<file path="src/isa_pkg.sv">
package isa_pkg;

    localparam int xlen       = 32;
    localparam int reg_addr_w = 5;

    // ******************************
    // Opcodes and funct codes.
    // ******************************
    localparam logic [6:0] op_lui    = 7'b0110111;
    localparam logic [6:0] op_auipc  = 7'b0010111;
    localparam logic [6:0] op_jal    = 7'b1101111;
    localparam logic [6:0] op_jalr   = 7'b1100111;
    localparam logic [6:0] op_branch = 7'b1100011;
    localparam logic [6:0] op_load   = 7'b0000011;
    localparam logic [6:0] op_store  = 7'b0100011;
    localparam logic [6:0] op_imm    = 7'b0010011;
    localparam logic [6:0] op_reg    = 7'b0110011;
    localparam logic [6:0] op_system = 7'b1110011;

    localparam logic [2:0] f3_csrrw  = 3'b001;
    localparam logic [2:0] f3_csrrwi = 3'b101;

    typedef enum logic [2:0] {
        imm_i = 3'd0,
        imm_s = 3'd1,
        imm_b = 3'd2,
        imm_u = 3'd3,
        imm_j = 3'd4
    } imm_src_e;

    typedef enum logic [3:0] {
        alu_add  = 4'd0,
        alu_sub  = 4'd1,
        alu_sll  = 4'd2,
        alu_slt  = 4'd3,
        alu_sltu = 4'd4,
        alu_xor  = 4'd5,
        alu_srl  = 4'd6,
        alu_sra  = 4'd7,
        alu_or   = 4'd8,
        alu_and  = 4'd9,
        alu_lui  = 4'd10  // passes operand b through
    } alu_op_e;

    // ******************************
    // Instruction formats.
    // ******************************
    typedef struct packed {
        logic [6:0]            funct7;
        logic [reg_addr_w-1:0] rs2;
        logic [reg_addr_w-1:0] rs1;
        logic [2:0]            funct3;
        logic [reg_addr_w-1:0] rd;
        logic [6:0]            opcode;
    } r_fmt_t;

    typedef struct packed {
        logic [11:0]           imm_11_0;
        logic [reg_addr_w-1:0] rs1;
        logic [2:0]            funct3;
        logic [reg_addr_w-1:0] rd;
        logic [6:0]            opcode;
    } i_fmt_t;

    typedef struct packed {
        logic [6:0]            imm_11_5;
        logic [reg_addr_w-1:0] rs2;
        logic [reg_addr_w-1:0] rs1;
        logic [2:0]            funct3;
        logic [4:0]            imm_4_0;
        logic [6:0]            opcode;
    } s_fmt_t;

    typedef struct packed {
        logic                  imm_12;
        logic [5:0]            imm_10_5;
        logic [reg_addr_w-1:0] rs2;
        logic [reg_addr_w-1:0] rs1;
        logic [2:0]            funct3;
        logic [3:0]            imm_4_1;
        logic                  imm_11;
        logic [6:0]            opcode;
    } b_fmt_t;

    typedef struct packed {
        logic [19:0]           imm_31_12;
        logic [reg_addr_w-1:0] rd;
        logic [6:0]            opcode;
    } u_fmt_t;

    typedef struct packed {
        logic                  imm_20;
        logic [9:0]            imm_10_1;
        logic                  imm_11;
        logic [7:0]            imm_19_12;
        logic [reg_addr_w-1:0] rd;
        logic [6:0]            opcode;
    } j_fmt_t;

    // One instruction word, seen through each format.
    typedef union packed {
        r_fmt_t r;
        i_fmt_t i;
        s_fmt_t s;
        b_fmt_t b;
        u_fmt_t u;
        j_fmt_t j;
    } instr_u;

endpackage
</file>
<file path="src/pipe_pkg.sv">
package pipe_pkg;

    import isa_pkg::*;

    // ******************************
    // CSR map.
    // ******************************
    localparam logic [11:0] csr_mstatus      = 12'h300;
    localparam logic [11:0] csr_mscratch     = 12'h340;
    localparam logic [11:0] csr_result_bytes = 12'h801;
    localparam logic [11:0] csr_cycle        = 12'hC00;

    localparam logic csr_src_reg = 1'b0;
    localparam logic csr_src_imm = 1'b1;

    // Result select for write-back.
    localparam logic [1:0] res_alu = 2'd0;
    localparam logic [1:0] res_mem = 2'd1;
    localparam logic [1:0] res_pc4 = 2'd2;
    localparam logic [1:0] res_csr = 2'd3;

    typedef struct packed {
        logic            valid;
        instr_u          instr;
        logic [xlen-1:0] pc;
        logic [xlen-1:0] pc_plus4;
    } fetch_data_t;

    typedef struct packed {
        logic [reg_addr_w-1:0] rd;
        logic [xlen-1:0]       result;
        logic                  reg_write;
    } wb_t;

    typedef struct packed {
        logic       valid;
        logic       reg_write;
        logic       mem_write;
        logic       mem_read;
        logic       branch;
        logic       jump;
        logic       alu_src;
        alu_op_e    alu_op;
        logic [1:0] result_src;
        logic       csr_op;
    } decode_ctrl_t;

    typedef struct packed {
        logic [xlen-1:0]       pc;
        logic [xlen-1:0]       pc_plus4;
        logic [reg_addr_w-1:0] rs1;
        logic [reg_addr_w-1:0] rs2;
        logic [reg_addr_w-1:0] rd;
        logic [xlen-1:0]       rd1;
        logic [xlen-1:0]       rd2;
        logic [xlen-1:0]       imm_ext;
        logic [xlen-1:0]       csr_rdata;
    } decode_data_t;

    typedef struct packed {
        logic csr_write;
        logic csr_src;
    } csr_ctrl_t;

endpackage

</file>
<file path="src/decode_top.sv">
`timescale 1ns/10ps

module decode_top import isa_pkg::*, pipe_pkg::*; (
    input  logic            clk,
    input  logic            arst_n,
    input  fetch_data_t     fetch,
    input  wb_t             wb,
    output decode_ctrl_t    dec_ctrl,
    output decode_data_t    dec_data,
    output logic [xlen-1:0] status,
    output logic [xlen-1:0] result_bytes
);

    instr_decode u_instr_decode (
        .clk          (clk),
        .arst_n       (arst_n),
        .fetch        (fetch),
        .wb           (wb),
        .dec_ctrl     (dec_ctrl),
        .dec_data     (dec_data),
        .status       (status),
        .result_bytes (result_bytes)
    );

endmodule

</file>
<file path="src/instr_decode.sv">
`timescale 1ns/10ps

module instr_decode import isa_pkg::*, pipe_pkg::*; (
    input  logic            clk,
    input  logic            arst_n,
    input  fetch_data_t     fetch,
    input  wb_t             wb,
    output decode_ctrl_t    dec_ctrl,
    output decode_data_t    dec_data,
    output logic [xlen-1:0] status,
    output logic [xlen-1:0] result_bytes
);

    decode_ctrl_t    ctrl_d;
    decode_ctrl_t    ctrl_n;
    decode_data_t    data_n;
    imm_src_e        imm_src;
    csr_ctrl_t       csr_ctrl;
    logic [xlen-1:0] rd1;
    logic [xlen-1:0] rd2;
    logic [xlen-1:0] imm_ext;
    logic [xlen-1:0] csr_wdata;
    logic [xlen-1:0] csr_rdata;
    logic            issue;
    logic            csr_we;

    // ******************************
    // Decode blocks.
    // ******************************
    control_unit u_control_unit (
        .instr    (fetch.instr),
        .ctrl     (ctrl_d),
        .imm_src  (imm_src),
        .csr_ctrl (csr_ctrl)
    );

    regfile u_regfile (
        .clk (clk),
        .a1  (fetch.instr.r.rs1),
        .a2  (fetch.instr.r.rs2),
        .wb  (wb),
        .rd1 (rd1),
        .rd2 (rd2)
    );

    imm_extend u_imm_extend (
        .instr   (fetch.instr),
        .imm_src (imm_src),
        .imm_ext (imm_ext)
    );

    // csrrwi takes the rs1 field as a zero-extended immediate.
    assign csr_wdata = (csr_ctrl.csr_src == csr_src_imm)
                     ? {{(xlen - reg_addr_w){1'b0}}, fetch.instr.r.rs1}
                     : rd1;

    assign issue  = fetch.valid & ctrl_d.valid;
    assign csr_we = issue & csr_ctrl.csr_write;

    csr_file u_csr_file (
        .clk          (clk),
        .arst_n       (arst_n),
        .we           (csr_we),
        .addr         (imm_ext[11:0]),
        .wdata        (csr_wdata),
        .rdata        (csr_rdata),
        .status       (status),
        .result_bytes (result_bytes)
    );

    // ******************************
    // Decode/execute boundary.
    // ******************************
    always_comb begin
        ctrl_n = '0;
        if (issue) begin
            ctrl_n = ctrl_d;
        end
    end

    always_comb begin
        data_n.pc        = fetch.pc;
        data_n.pc_plus4  = fetch.pc_plus4;
        data_n.rs1       = fetch.instr.r.rs1;
        data_n.rs2       = fetch.instr.r.rs2;
        data_n.rd        = fetch.instr.r.rd;
        data_n.rd1       = rd1;
        data_n.rd2       = rd2;
        data_n.imm_ext   = imm_ext;
        data_n.csr_rdata = csr_rdata;
    end

    always_ff @(posedge clk or negedge arst_n) begin
        if (!arst_n) begin
            dec_ctrl <= '0;
        end else begin
            dec_ctrl <= ctrl_n;
        end
    end

    always_ff @(posedge clk) begin
        dec_data <= data_n;
    end

endmodule

</file>
<file path="src/csr_file.sv">
`timescale 1ns/10ps

module csr_file import isa_pkg::*, pipe_pkg::*; (
    input  logic            clk,
    input  logic            arst_n,
    input  logic            we,
    input  logic [11:0]     addr,
    input  logic [xlen-1:0] wdata,
    output logic [xlen-1:0] rdata,
    output logic [xlen-1:0] status,
    output logic [xlen-1:0] result_bytes
);

    logic [xlen-1:0] mstatus_q;
    logic [xlen-1:0] mscratch_q;
    logic [xlen-1:0] result_bytes_q;
    logic [xlen-1:0] cycle_q;

    // Cycle is read-only, so it has no write case.
    always_ff @(posedge clk or negedge arst_n) begin
        if (!arst_n) begin
            mstatus_q      <= '0;
            mscratch_q     <= '0;
            result_bytes_q <= '0;
            cycle_q        <= '0;
        end else begin
            cycle_q <= cycle_q + 1'b1;
            if (we) begin
                case (addr)
                    csr_mstatus:      mstatus_q      <= wdata;
                    csr_mscratch:     mscratch_q     <= wdata;
                    csr_result_bytes: result_bytes_q <= wdata;
                    default: ;
                endcase
            end
        end
    end

    always_comb begin
        case (addr)
            csr_mstatus:      rdata = mstatus_q;
            csr_mscratch:     rdata = mscratch_q;
            csr_result_bytes: rdata = result_bytes_q;
            csr_cycle:        rdata = cycle_q;
            default:          rdata = '0;
        endcase
    end

    assign status       = mstatus_q;
    assign result_bytes = result_bytes_q;

endmodule

</file>
<file path="src/regfile.sv">
`timescale 1ns/10ps

module regfile import isa_pkg::*, pipe_pkg::*; (
    input  logic                  clk,
    input  logic [reg_addr_w-1:0] a1,
    input  logic [reg_addr_w-1:0] a2,
    input  wb_t                   wb,
    output logic [xlen-1:0]       rd1,
    output logic [xlen-1:0]       rd2
);

    logic [xlen-1:0] regs [0:31];

    // x0 reads zero. A write-back to the same register is forwarded.
    function automatic logic [xlen-1:0] read_port(input logic [reg_addr_w-1:0] a);
        logic [xlen-1:0] value;
        if (a == '0)                           value = '0;
        else if (wb.reg_write && wb.rd == a)   value = wb.result;
        else                                   value = regs[a];
        return value;
    endfunction

    always_ff @(posedge clk) begin
        if (wb.reg_write && wb.rd != '0) begin
            regs[wb.rd] <= wb.result;
        end
    end

    always_comb begin
        rd1 = read_port(a1);
        rd2 = read_port(a2);
    end

endmodule

</file>
<file path="src/imm_extend.sv">
`timescale 1ns/10ps

module imm_extend import isa_pkg::*; (
    input  instr_u          instr,
    input  imm_src_e        imm_src,
    output logic [xlen-1:0] imm_ext
);

    always_comb begin
        case (imm_src)
            imm_i: imm_ext = {{20{instr.i.imm_11_0[11]}}, instr.i.imm_11_0};
            imm_s: imm_ext = {{20{instr.s.imm_11_5[6]}}, instr.s.imm_11_5,
                              instr.s.imm_4_0};
            // Branch offsets are in halfwords.
            imm_b: imm_ext = {{19{instr.b.imm_12}}, instr.b.imm_12, instr.b.imm_11,
                              instr.b.imm_10_5, instr.b.imm_4_1, 1'b0};
            imm_u: imm_ext = {instr.u.imm_31_12, 12'b0};
            imm_j: imm_ext = {{11{instr.j.imm_20}}, instr.j.imm_20, instr.j.imm_19_12,
                              instr.j.imm_11, instr.j.imm_10_1, 1'b0};
            default: imm_ext = '0;
        endcase
    end

endmodule

</file>
<file path="src/control_unit.sv">
`timescale 1ns/10ps

module control_unit import isa_pkg::*, pipe_pkg::*; (
    input  instr_u       instr,
    output decode_ctrl_t ctrl,
    output imm_src_e     imm_src,
    output csr_ctrl_t    csr_ctrl
);

    // ALU operation for the register and immediate arithmetic groups.
    function automatic alu_op_e alu_from_funct(input logic [2:0] funct3,
                                               input logic       funct7_5,
                                               input logic       is_reg);
        alu_op_e op;
        case (funct3)
            3'b000: begin
                if (is_reg && funct7_5) op = alu_sub;
                else                    op = alu_add;
            end
            3'b001: op = alu_sll;
            3'b010: op = alu_slt;
            3'b011: op = alu_sltu;
            3'b100: op = alu_xor;
            3'b101: begin
                if (funct7_5) op = alu_sra;
                else          op = alu_srl;
            end
            3'b110: op = alu_or;
            default: op = alu_and;
        endcase
        return op;
    endfunction

    // Here valid flags a legal instruction; the stage merges it with fetch.valid.
    always_comb begin
        ctrl        = '0;
        ctrl.alu_op = alu_add;
        imm_src     = imm_i;
        csr_ctrl    = '0;
        case (instr.r.opcode)
            op_lui: begin
                ctrl.valid     = 1'b1;
                ctrl.reg_write = 1'b1;
                ctrl.alu_src   = 1'b1;
                ctrl.alu_op    = alu_lui;
                imm_src        = imm_u;
            end
            op_auipc: begin
                ctrl.valid     = 1'b1;
                ctrl.reg_write = 1'b1;
                ctrl.alu_src   = 1'b1;
                imm_src        = imm_u;
            end
            op_jal: begin
                ctrl.valid      = 1'b1;
                ctrl.reg_write  = 1'b1;
                ctrl.jump       = 1'b1;
                ctrl.result_src = res_pc4;
                imm_src         = imm_j;
            end
            op_jalr: begin
                ctrl.valid      = 1'b1;
                ctrl.reg_write  = 1'b1;
                ctrl.jump       = 1'b1;
                ctrl.alu_src    = 1'b1;
                ctrl.result_src = res_pc4;
            end
            op_branch: begin
                ctrl.valid  = 1'b1;
                ctrl.branch = 1'b1;
                ctrl.alu_op = alu_sub;
                imm_src     = imm_b;
            end
            op_load: begin
                ctrl.valid      = 1'b1;
                ctrl.reg_write  = 1'b1;
                ctrl.mem_read   = 1'b1;
                ctrl.alu_src    = 1'b1;
                ctrl.result_src = res_mem;
            end
            op_store: begin
                ctrl.valid     = 1'b1;
                ctrl.mem_write = 1'b1;
                ctrl.alu_src   = 1'b1;
                imm_src        = imm_s;
            end
            op_imm: begin
                ctrl.valid     = 1'b1;
                ctrl.reg_write = 1'b1;
                ctrl.alu_src   = 1'b1;
                ctrl.alu_op    = alu_from_funct(instr.r.funct3, instr.r.funct7[5], 1'b0);
            end
            op_reg: begin
                ctrl.valid     = 1'b1;
                ctrl.reg_write = 1'b1;
                ctrl.alu_op    = alu_from_funct(instr.r.funct3, instr.r.funct7[5], 1'b1);
            end
            op_system: begin
                if (instr.r.funct3 == f3_csrrw || instr.r.funct3 == f3_csrrwi) begin
                    ctrl.valid         = 1'b1;
                    ctrl.reg_write     = 1'b1;
                    ctrl.result_src    = res_csr;
                    ctrl.csr_op        = 1'b1;
                    csr_ctrl.csr_write = 1'b1;
                    if (instr.r.funct3 == f3_csrrwi) csr_ctrl.csr_src = csr_src_imm;
                    else                             csr_ctrl.csr_src = csr_src_reg;
                end
            end
            default: begin
                ctrl.valid = 1'b0;
            end
        endcase
    end

endmodule

</file>
<file path="config.mk">
export PLATFORM = sky130hd
export DESIGN_NAME = decode_top
export DESIGN_NICKNAME = d
export VERILOG_FILES = /design/src/isa_pkg.sv /design/src/pipe_pkg.sv /design/src/decode_top.sv /design/src/instr_decode.sv /design/src/csr_file.sv /design/src/regfile.sv /design/src/imm_extend.sv /design/src/control_unit.sv
export SDC_FILE = /design/constraint.sdc
export NUM_CORES = 2
export LEC_CHECK = 0
export BUFFER_PORTS_ARGS = -buffer_cell sky130_fd_sc_hd__buf_4
export CORE_UTILIZATION = 40
export CTS_CLUSTER_DIAMETER = 60
export DETAILED_ROUTE_END_ITERATION = 10
export PLACE_DENSITY = 0.59
export SLEW_MARGIN = 15
export SYNTH_ARGS = -nofsm -noshare
export SYNTH_HDL_FRONTEND = slang
export SYNTH_SLANG_ARGS = --single-unit
</file>
<file path="constraint.sdc">
create_clock -name clk -period 2.79 [get_ports clk]
set_input_delay 0.4185 -clock clk [delete_from_list [all_inputs] [get_ports clk]]
set_output_delay 0.4185 -clock clk [all_outputs]
set_load 0.005 [all_outputs]
</file>
After elaboration in Yosys (flattened, before gate mapping)

Memory sizes are Yosys's and may differ from the RTL's. A register that Yosys moved wholly into a read port is not among the register bits.
Cells that the tools add are included.

Latch bits: 0
RAM bits: 1,024
Bits of input ports: 137
ROM bits: 0
Memories: 1
Bits in registers: 317

Memories:

| name                          | words | width | read ports | clocked after Yosys merged registers in | write ports | line          | text |
|---|---|---|---|---|---|---|---|
| u_instr_decode.u_regfile.regs | 32    | 32    | 2          | 1                                       | 1           | regfile.sv:12 | `logic [xlen-1:0] regs [0:31];` |

Divide/modulo/power cells: 0
Shifts and indexed selects: 0
Bitwise logic cells: 2
Reduce and logical (&&, ||, !) cells: 16
$add $sub $neg: 1
Eq/ne operators: 25
Order comparisons: 0
Multiply operators: 0
Muxes and demuxes: 28

Operator list:

| operator                | count |
|---|---|
| $pmux W32 S5            | 1 |
| $pmux W32 S4            | 1 |
| $mux W32                | 3 |
| $pmux W4 S7             | 2 |
| $add A32 B1 Y32 const B | 1 |
| $eq A7 B7 Y1 const B    | 4 |
| $eq A12 B10 Y1 const B  | 2 |
| $eq A12 B12 Y1 const B  | 2 |
| $eq A7 B6 Y1 const B    | 3 |
| $pmux W4 S4             | 1 |
| $eq A7 B5 Y1 const B    | 2 |
| $mux W14                | 1 |
| $eq A3 B2 Y1 const B    | 4 |
| $eq A3 B3 Y1 const B    | 4 |
| $pmux W3 S4             | 1 |
| $mux W1                 | 11 |
| $logic_not A5 Y1        | 2 |
| $reduce_or A9 Y1        | 1 |
| $eq A7 B2 Y1 const B    | 1 |
| $reduce_or A7 Y1        | 1 |
| $eq A3 B1 Y1 const B    | 2 |
| $logic_not A3 Y1        | 2 |
| $mux W2                 | 3 |
| $pmux W2 S3             | 1 |
| other kinds (10)        | 16 |

Longest topological paths before layout

Depth after elaboration: 7
Mapped depth: 11

Cells and area by module

From an unflattened synthesis, not the netlist that was laid out.

Cells, all modules: 3,389
Area total of the unflattened synthesis: 59,701.0 um2

Modules (own cells, without submodules):

| module       | cells an instance | instances | area an instance (um2) |
|---|---|---|---|
| regfile      | 2,520             | 1         | 47,869.7 |
| csr_file     | 445               | 1         | 6,005.8 |
| instr_decode | 273               | 1         | 4,872.2 |
| imm_extend   | 94                | 1         | 540.5 |
| control_unit | 57                | 1         | 412.9 |

Worst setup path after synthesis

No wires, ideal clock.

Path kind: input -> register
Start point: input port wb[37] in the netlist's numbering
End point: memory u_instr_decode.u_regfile.regs[19][0], enable pin
Library setup time: 421 ps
Data arrival time: 2,576 ps
Buffers on the path: 1
Data required time: 2,369 ps
Cell stages on the path: 3
Slack: -207 ps
Cell sequence: clkbuf_1 -> or3b_2 -> nor2_1

Cells in the longest elaborated chain, start to end: 4

RTL lines:

| item                          | line            | text |
|---|---|---|
| from (decl)                   | decode_top.sv:7 | `input wb_t wb,` |
| $reduce_bool A5 Y1            | regfile.sv:24   | `if (wb.reg_write && wb.rd != '0) begin` |
| $logic_and A1 B1 Y1           | regfile.sv:24   |  |
| $mux W1                       | regfile.sv:24   |  |
| $mux W1 (implied by the code) | regfile.sv:25   | `regs[wb.rd] <= wb.result;` |
| to (decl)                     | regfile.sv:12   |  |

Several ways; a longest one is shown, not always the timed one.

Final worst setup path

Start point: input port fetch[83] in the netlist's numbering
End point: register u_instr_decode.u_csr_file.mstatus_q[15], in the netlist u_instr_decode.u_csr_file.status[15]

Cells in the longest elaborated chain, start to end: 5
Elaborated cells on any way between the ends: 7

RTL lines:

| item                                                    | line               | text |
|---|---|---|
| from (decl)                                             | decode_top.sv:6    | `input fetch_data_t fetch,` |
| branches (longest 3 deep; another with $mem_v2 Z32 W32) | n/a                |  |
| $mux W32 (*)                                            | regfile.sv:17      | `if (a == '0) value = '0;` |
| $mux W32 (*)                                            | instr_decode.sv:54 | `? {{(xlen - reg_addr_w){1'b0}}, fetch.instr.r.rs1}` |
| to (signal assigned)                                    | csr_file.sv:30     | `csr_mstatus: mstatus_q <= wdata;` |
| to (decl)                                               | csr_file.sv:14     | `logic [xlen-1:0] mstatus_q;` |

Every way passes the cells marked *.
A chain may end at the register's enable or synchronous reset.

==> impl_metrics.json <==
{
  "synth-seq-cells": 1373,
  "die_area_mm2": 0.1480,
  "reg2reg_from": "u_instr_decode.u_regfile.regs[11][4]$_DFFE_PP_",
  "period_share_pct": 97.46,
  "antenna_found_initial": 9,
  "synth_top_family_by_area": "multiplexers",
  "crit_path_cell_trace": "dlygate4sd3_1 > buf_4 > xor2_1 > nor4_1 > buf_4 > nand3_2 > nor2_2 > a22o_1 > mux2_2",
  "crit_slowest_cell": "nor2_2",
  "die_w_um": 384.7,
  "clkLatencyLatePin_ns": 0.78,
  "nets": 4043,
  "pin_count": 422,
  "drive_gt1_share_pct": 42.22,
  "synth-simple-area-share_pct": 3.162,
  "cts_buffers": 159,
  "cpPeakStageDelay_ns": 0.78,
  "holdCritPathClass": "in2reg",
  "htreeDepth": 4,
  "overflow": 0,
  "maxCapViolations": 0,
  "postCtsSetupRepairBufs": 0,
  "drt-total-wl_um": 190900,
  "placementRows": 140,
  "synth_area_mm2": 0.05860,
  "drt_iter0_markers": 3931,
  "period_minus_slack_ns": 2.719,
  "critPathKind": "in2reg",
  "fin_hold_ws_ns": 0.03475,
  "drt-pass1-iter-count": 8,
  "synthTopCellsByArea": "edfxtp_1, mux4_2, dfxtp_1",
  "worstMarginPinSlew_ns": 0.9955,
  "crit_buf_inv": 3,
  "start_kind": "input port",
  "diodes": 0,
  "max-clock-path-buffers": 3,
  "yosysTopAreaCellShare_pct": 52.48,
  "finalSetupViolations": 0,
  "synthDistinctLibCells": 65,
  "die-height_um": 384.7,
  "gp_congestion": 0.8604,
  "arrival_ns": 3.43,
  "final_cell_area_mm2": 0.07351,
  "grt_pass1_wl_um": 267700,
  "syn_avg_cell_area_um2": 18.91,
  "drtAntennaViolNets": 0,
  "rsz0062_at_grt": "false",
  "synth_compound_area_share_pct": 4.209,
  "track_usage_pct": 25.71,
  "cts_root_buffer": "clkbuf_16",
  "cts_tree": "yes",
  "synth.most_common_cell": "edfxtp_1",
  "num-fill-cells": 11789,
  "critPathRequiredTime_ns": 3.51,
  "syn_inst": 3099,
  "critical_path.top_delay_family": "simple AND/OR/NAND/NOR gates",
  "num_vias": 36170,
  "power_density_mw_per_mm2": 647.2,
  "cp_common_cell": "buf_4",
  "placed_area_mm2": 0.06743,
  "synth_mux_area_share_pct": 24.56,
  "crit_path_max_fanout": 16,
  "synth_flop_cell": "edfxtp_1",
  "io_buffers": 421,
  "cts_sinks": 1373,
  "post_cts_resized": 0,
  "synth-edff-count": 1024,
  "grt_max_degree": 75,
  "hold_violations": 0,
  "synth_common_cells": "edfxtp_1, mux4_2, dfxtp_1, clkbuf_1, dfrtp_1",
  "floorplan.initialDensity_pct": 40.26,
  "core_mm2": 0.1456,
  "drt-vias-per-instance": 6.083,
  "wl_per_cell_um": 32.11,
  "skew_ns": 0.02467,
  "yosysSeqAreaShare_pct": 65.61,
  "synthXorXnorAreaFrac_pct": 0.5829,
  "leakagePower_nw": 26.13,
  "fin_util_pct": 50.50,
  "synth-adder-area-share_pct": 0.02135,
  "outcome": "complete, but fails checks",
  "grt_pass1_vias": 36267,
  "synthArstFlopShare_pct": 10.34,
  "ys_warn_count": 0,
  "crit_start": "fetch[83]",
  "drc": 1,
  "clkTransAtPathRegs_ns": 0.06,
  "violations": "design-rule violations",
  "post-dp-hpwl_um": 119700,
  "yosys.area.top_type": "edfxtp_1",
  "drv_slew": 0,
  "fmax_mhz": 367.8,
  "area_growth_pct": 25.45,
  "multiInputGateArea_mm2": 0.01949,
  "slew_headroom_pct": 33.02,
  "ff_latch_area_mm2": 0.03845,
  "hp-start": "fetch[87]",
  "end_kind": "flop",
  "max-vdd-ir-drop_mv": 0.4790
}
path summary, 6_finish.rpt:
| path | depth (start not counted) | endpoint | slack, ns |
|---|---|---|---|
| worst min register to register | 1 | u_instr_decode.u_csr_file.cycle_q[31]$_DFF_PN0_ | 0.48 |
| worst min-delay path | 2 | u_instr_decode.dec_data[136]$_DFF_P_ | 0.03 |
| worst max register to register | 6 | u_instr_decode.u_csr_file.mscratch_q[4]$_DFFE_PN0P_ | 0.50 |
| worst max-delay path | 9 | u_instr_decode.u_csr_file.status[15]$_DFFE_PN0P_ | 0.07 |
| max in group asynchronous | 3 | u_instr_decode.dec_ctrl[9]$_DFF_PN0_ | 1.82 |
| min in group asynchronous | 2 | u_instr_decode.u_csr_file.cycle_q[23]$_DFF_PN0_ | 0.16 |
cell type report:
type | count | share of cell area, %
Timing Repair Buffer | 846 | 10.77
Tap cell | 1917 | 3.263
Multi-Input combinational cell | 1502 | 26.52
Sequential cell | 1373 | 52.30
Clock inverter | 69 | 0.8715
Inverter | 23 | 0.1174
Clock buffer | 216 | 6.156
per-stage QoR:
| step | instances | worst slack (ns) | total power [mW] | TNS (ns) |
|---|---|---|---|---|
| 4_1_cts | 5945 | 0.08434 | 47.97 | 0 |
| 6_report | 5946 | 0.07094 | 47.58 | 0 |
| 3_3_place_gp | 5569 | -0.3777 | 27.30 | -35.40 |
| 3_5_place_dp | 5569 | -0.3398 | 27.32 | -30.56 |
| 5_1_grt | 5946 | 0.01710 | 49.03 | 0 |
| 2_1_floorplan | 3130 | -0.2072 | 24.97 | -55.13 |
timing repair:
item | 4_1_cts | 5_1_grt
endpoints found under the hold margin | 157 | 0
setup endpoints to repair | 0 | 15
hold buffers | 91 | 0
flip-flops by register name (all words and copies together), names as in the netlist:
register / flops
u_instr_decode.u_regfile.regs: 1024
u_instr_decode.dec_data: 207
u_instr_decode.u_csr_file.cycle_q: 32
u_instr_decode.u_csr_file.mscratch_q: 32
u_instr_decode.u_csr_file.result_bytes: 32
u_instr_decode.u_csr_file.status: 32
u_instr_decode.dec_ctrl: 14
report_power, final:
part	switching, mW	internal (mW)	leakage (nW)
logic	2.26	2.14	10.7
clock network	8.44	12.1	2.51
registers	0.182	22.4	12.9
cells in the final DEF (no fill, tap or decap), types with 26 or more instances in the layout:
| master | count |
|---|---|
| a22oi_1 | 38 |
| dfxtp_1 | 207 |
| nand2_1 | 103 |
| a21oi_1 | 31 |
| dfrtp_1 | 142 |
| mux2i_1 | 58 |
| buf_4 | 645 |
| dlygate4sd3_1 | 91 |
| o22ai_1 | 114 |
| mux4_2 | 569 |
| nor3_1 | 38 |
| nor2_1 | 63 |
| a22o_1 | 27 |
| edfxtp_1 | 1024 |
| a221o_1 | 32 |
| conb_1 | 32 |
| mux2_2 | 86 |
| a211oi_1 | 37 |
| nor2_4 | 33 |
| nor4_1 | 32 |
| clkbuf_1 | 35 |
| xnor2_1 | 26 |
| clkbuf_16 | 169 |
| buf_12 | 104 |
layer usage:
layer | part of all wire (%) | track usage, % | up-vias
li1 | - | - | 14649
met1 | 40 | 35.61 | 19343
met2 | 48 | 41.01 | 1883
met3 | 9.2 | 5.448 | 291
met4 | 2.6 | 7.385 | 4
met5 | 0.016 | 0 | -
cell families after synthesis:
family                   after synthesis
AO/OA/AOI/OAI                        344
XOR/XNOR                              39
adder cells (fa/ha/maj)                1
buffers and inverters                256
flip-flops                          1373
multiplexers                         715
other                                  1
AND/OR/NAND/NOR                      370
worst register-to-register path: stages (launching register included):
cell       delay (ns)
edfxtp_1         0.39
mux4_2           0.48
mux4_2           0.52
nand2_1          0.09
o2111ai_1        0.13
a31o_2           0.30
mux2_4           0.27
Note: power is estimated with default switching activity, not from simulation.
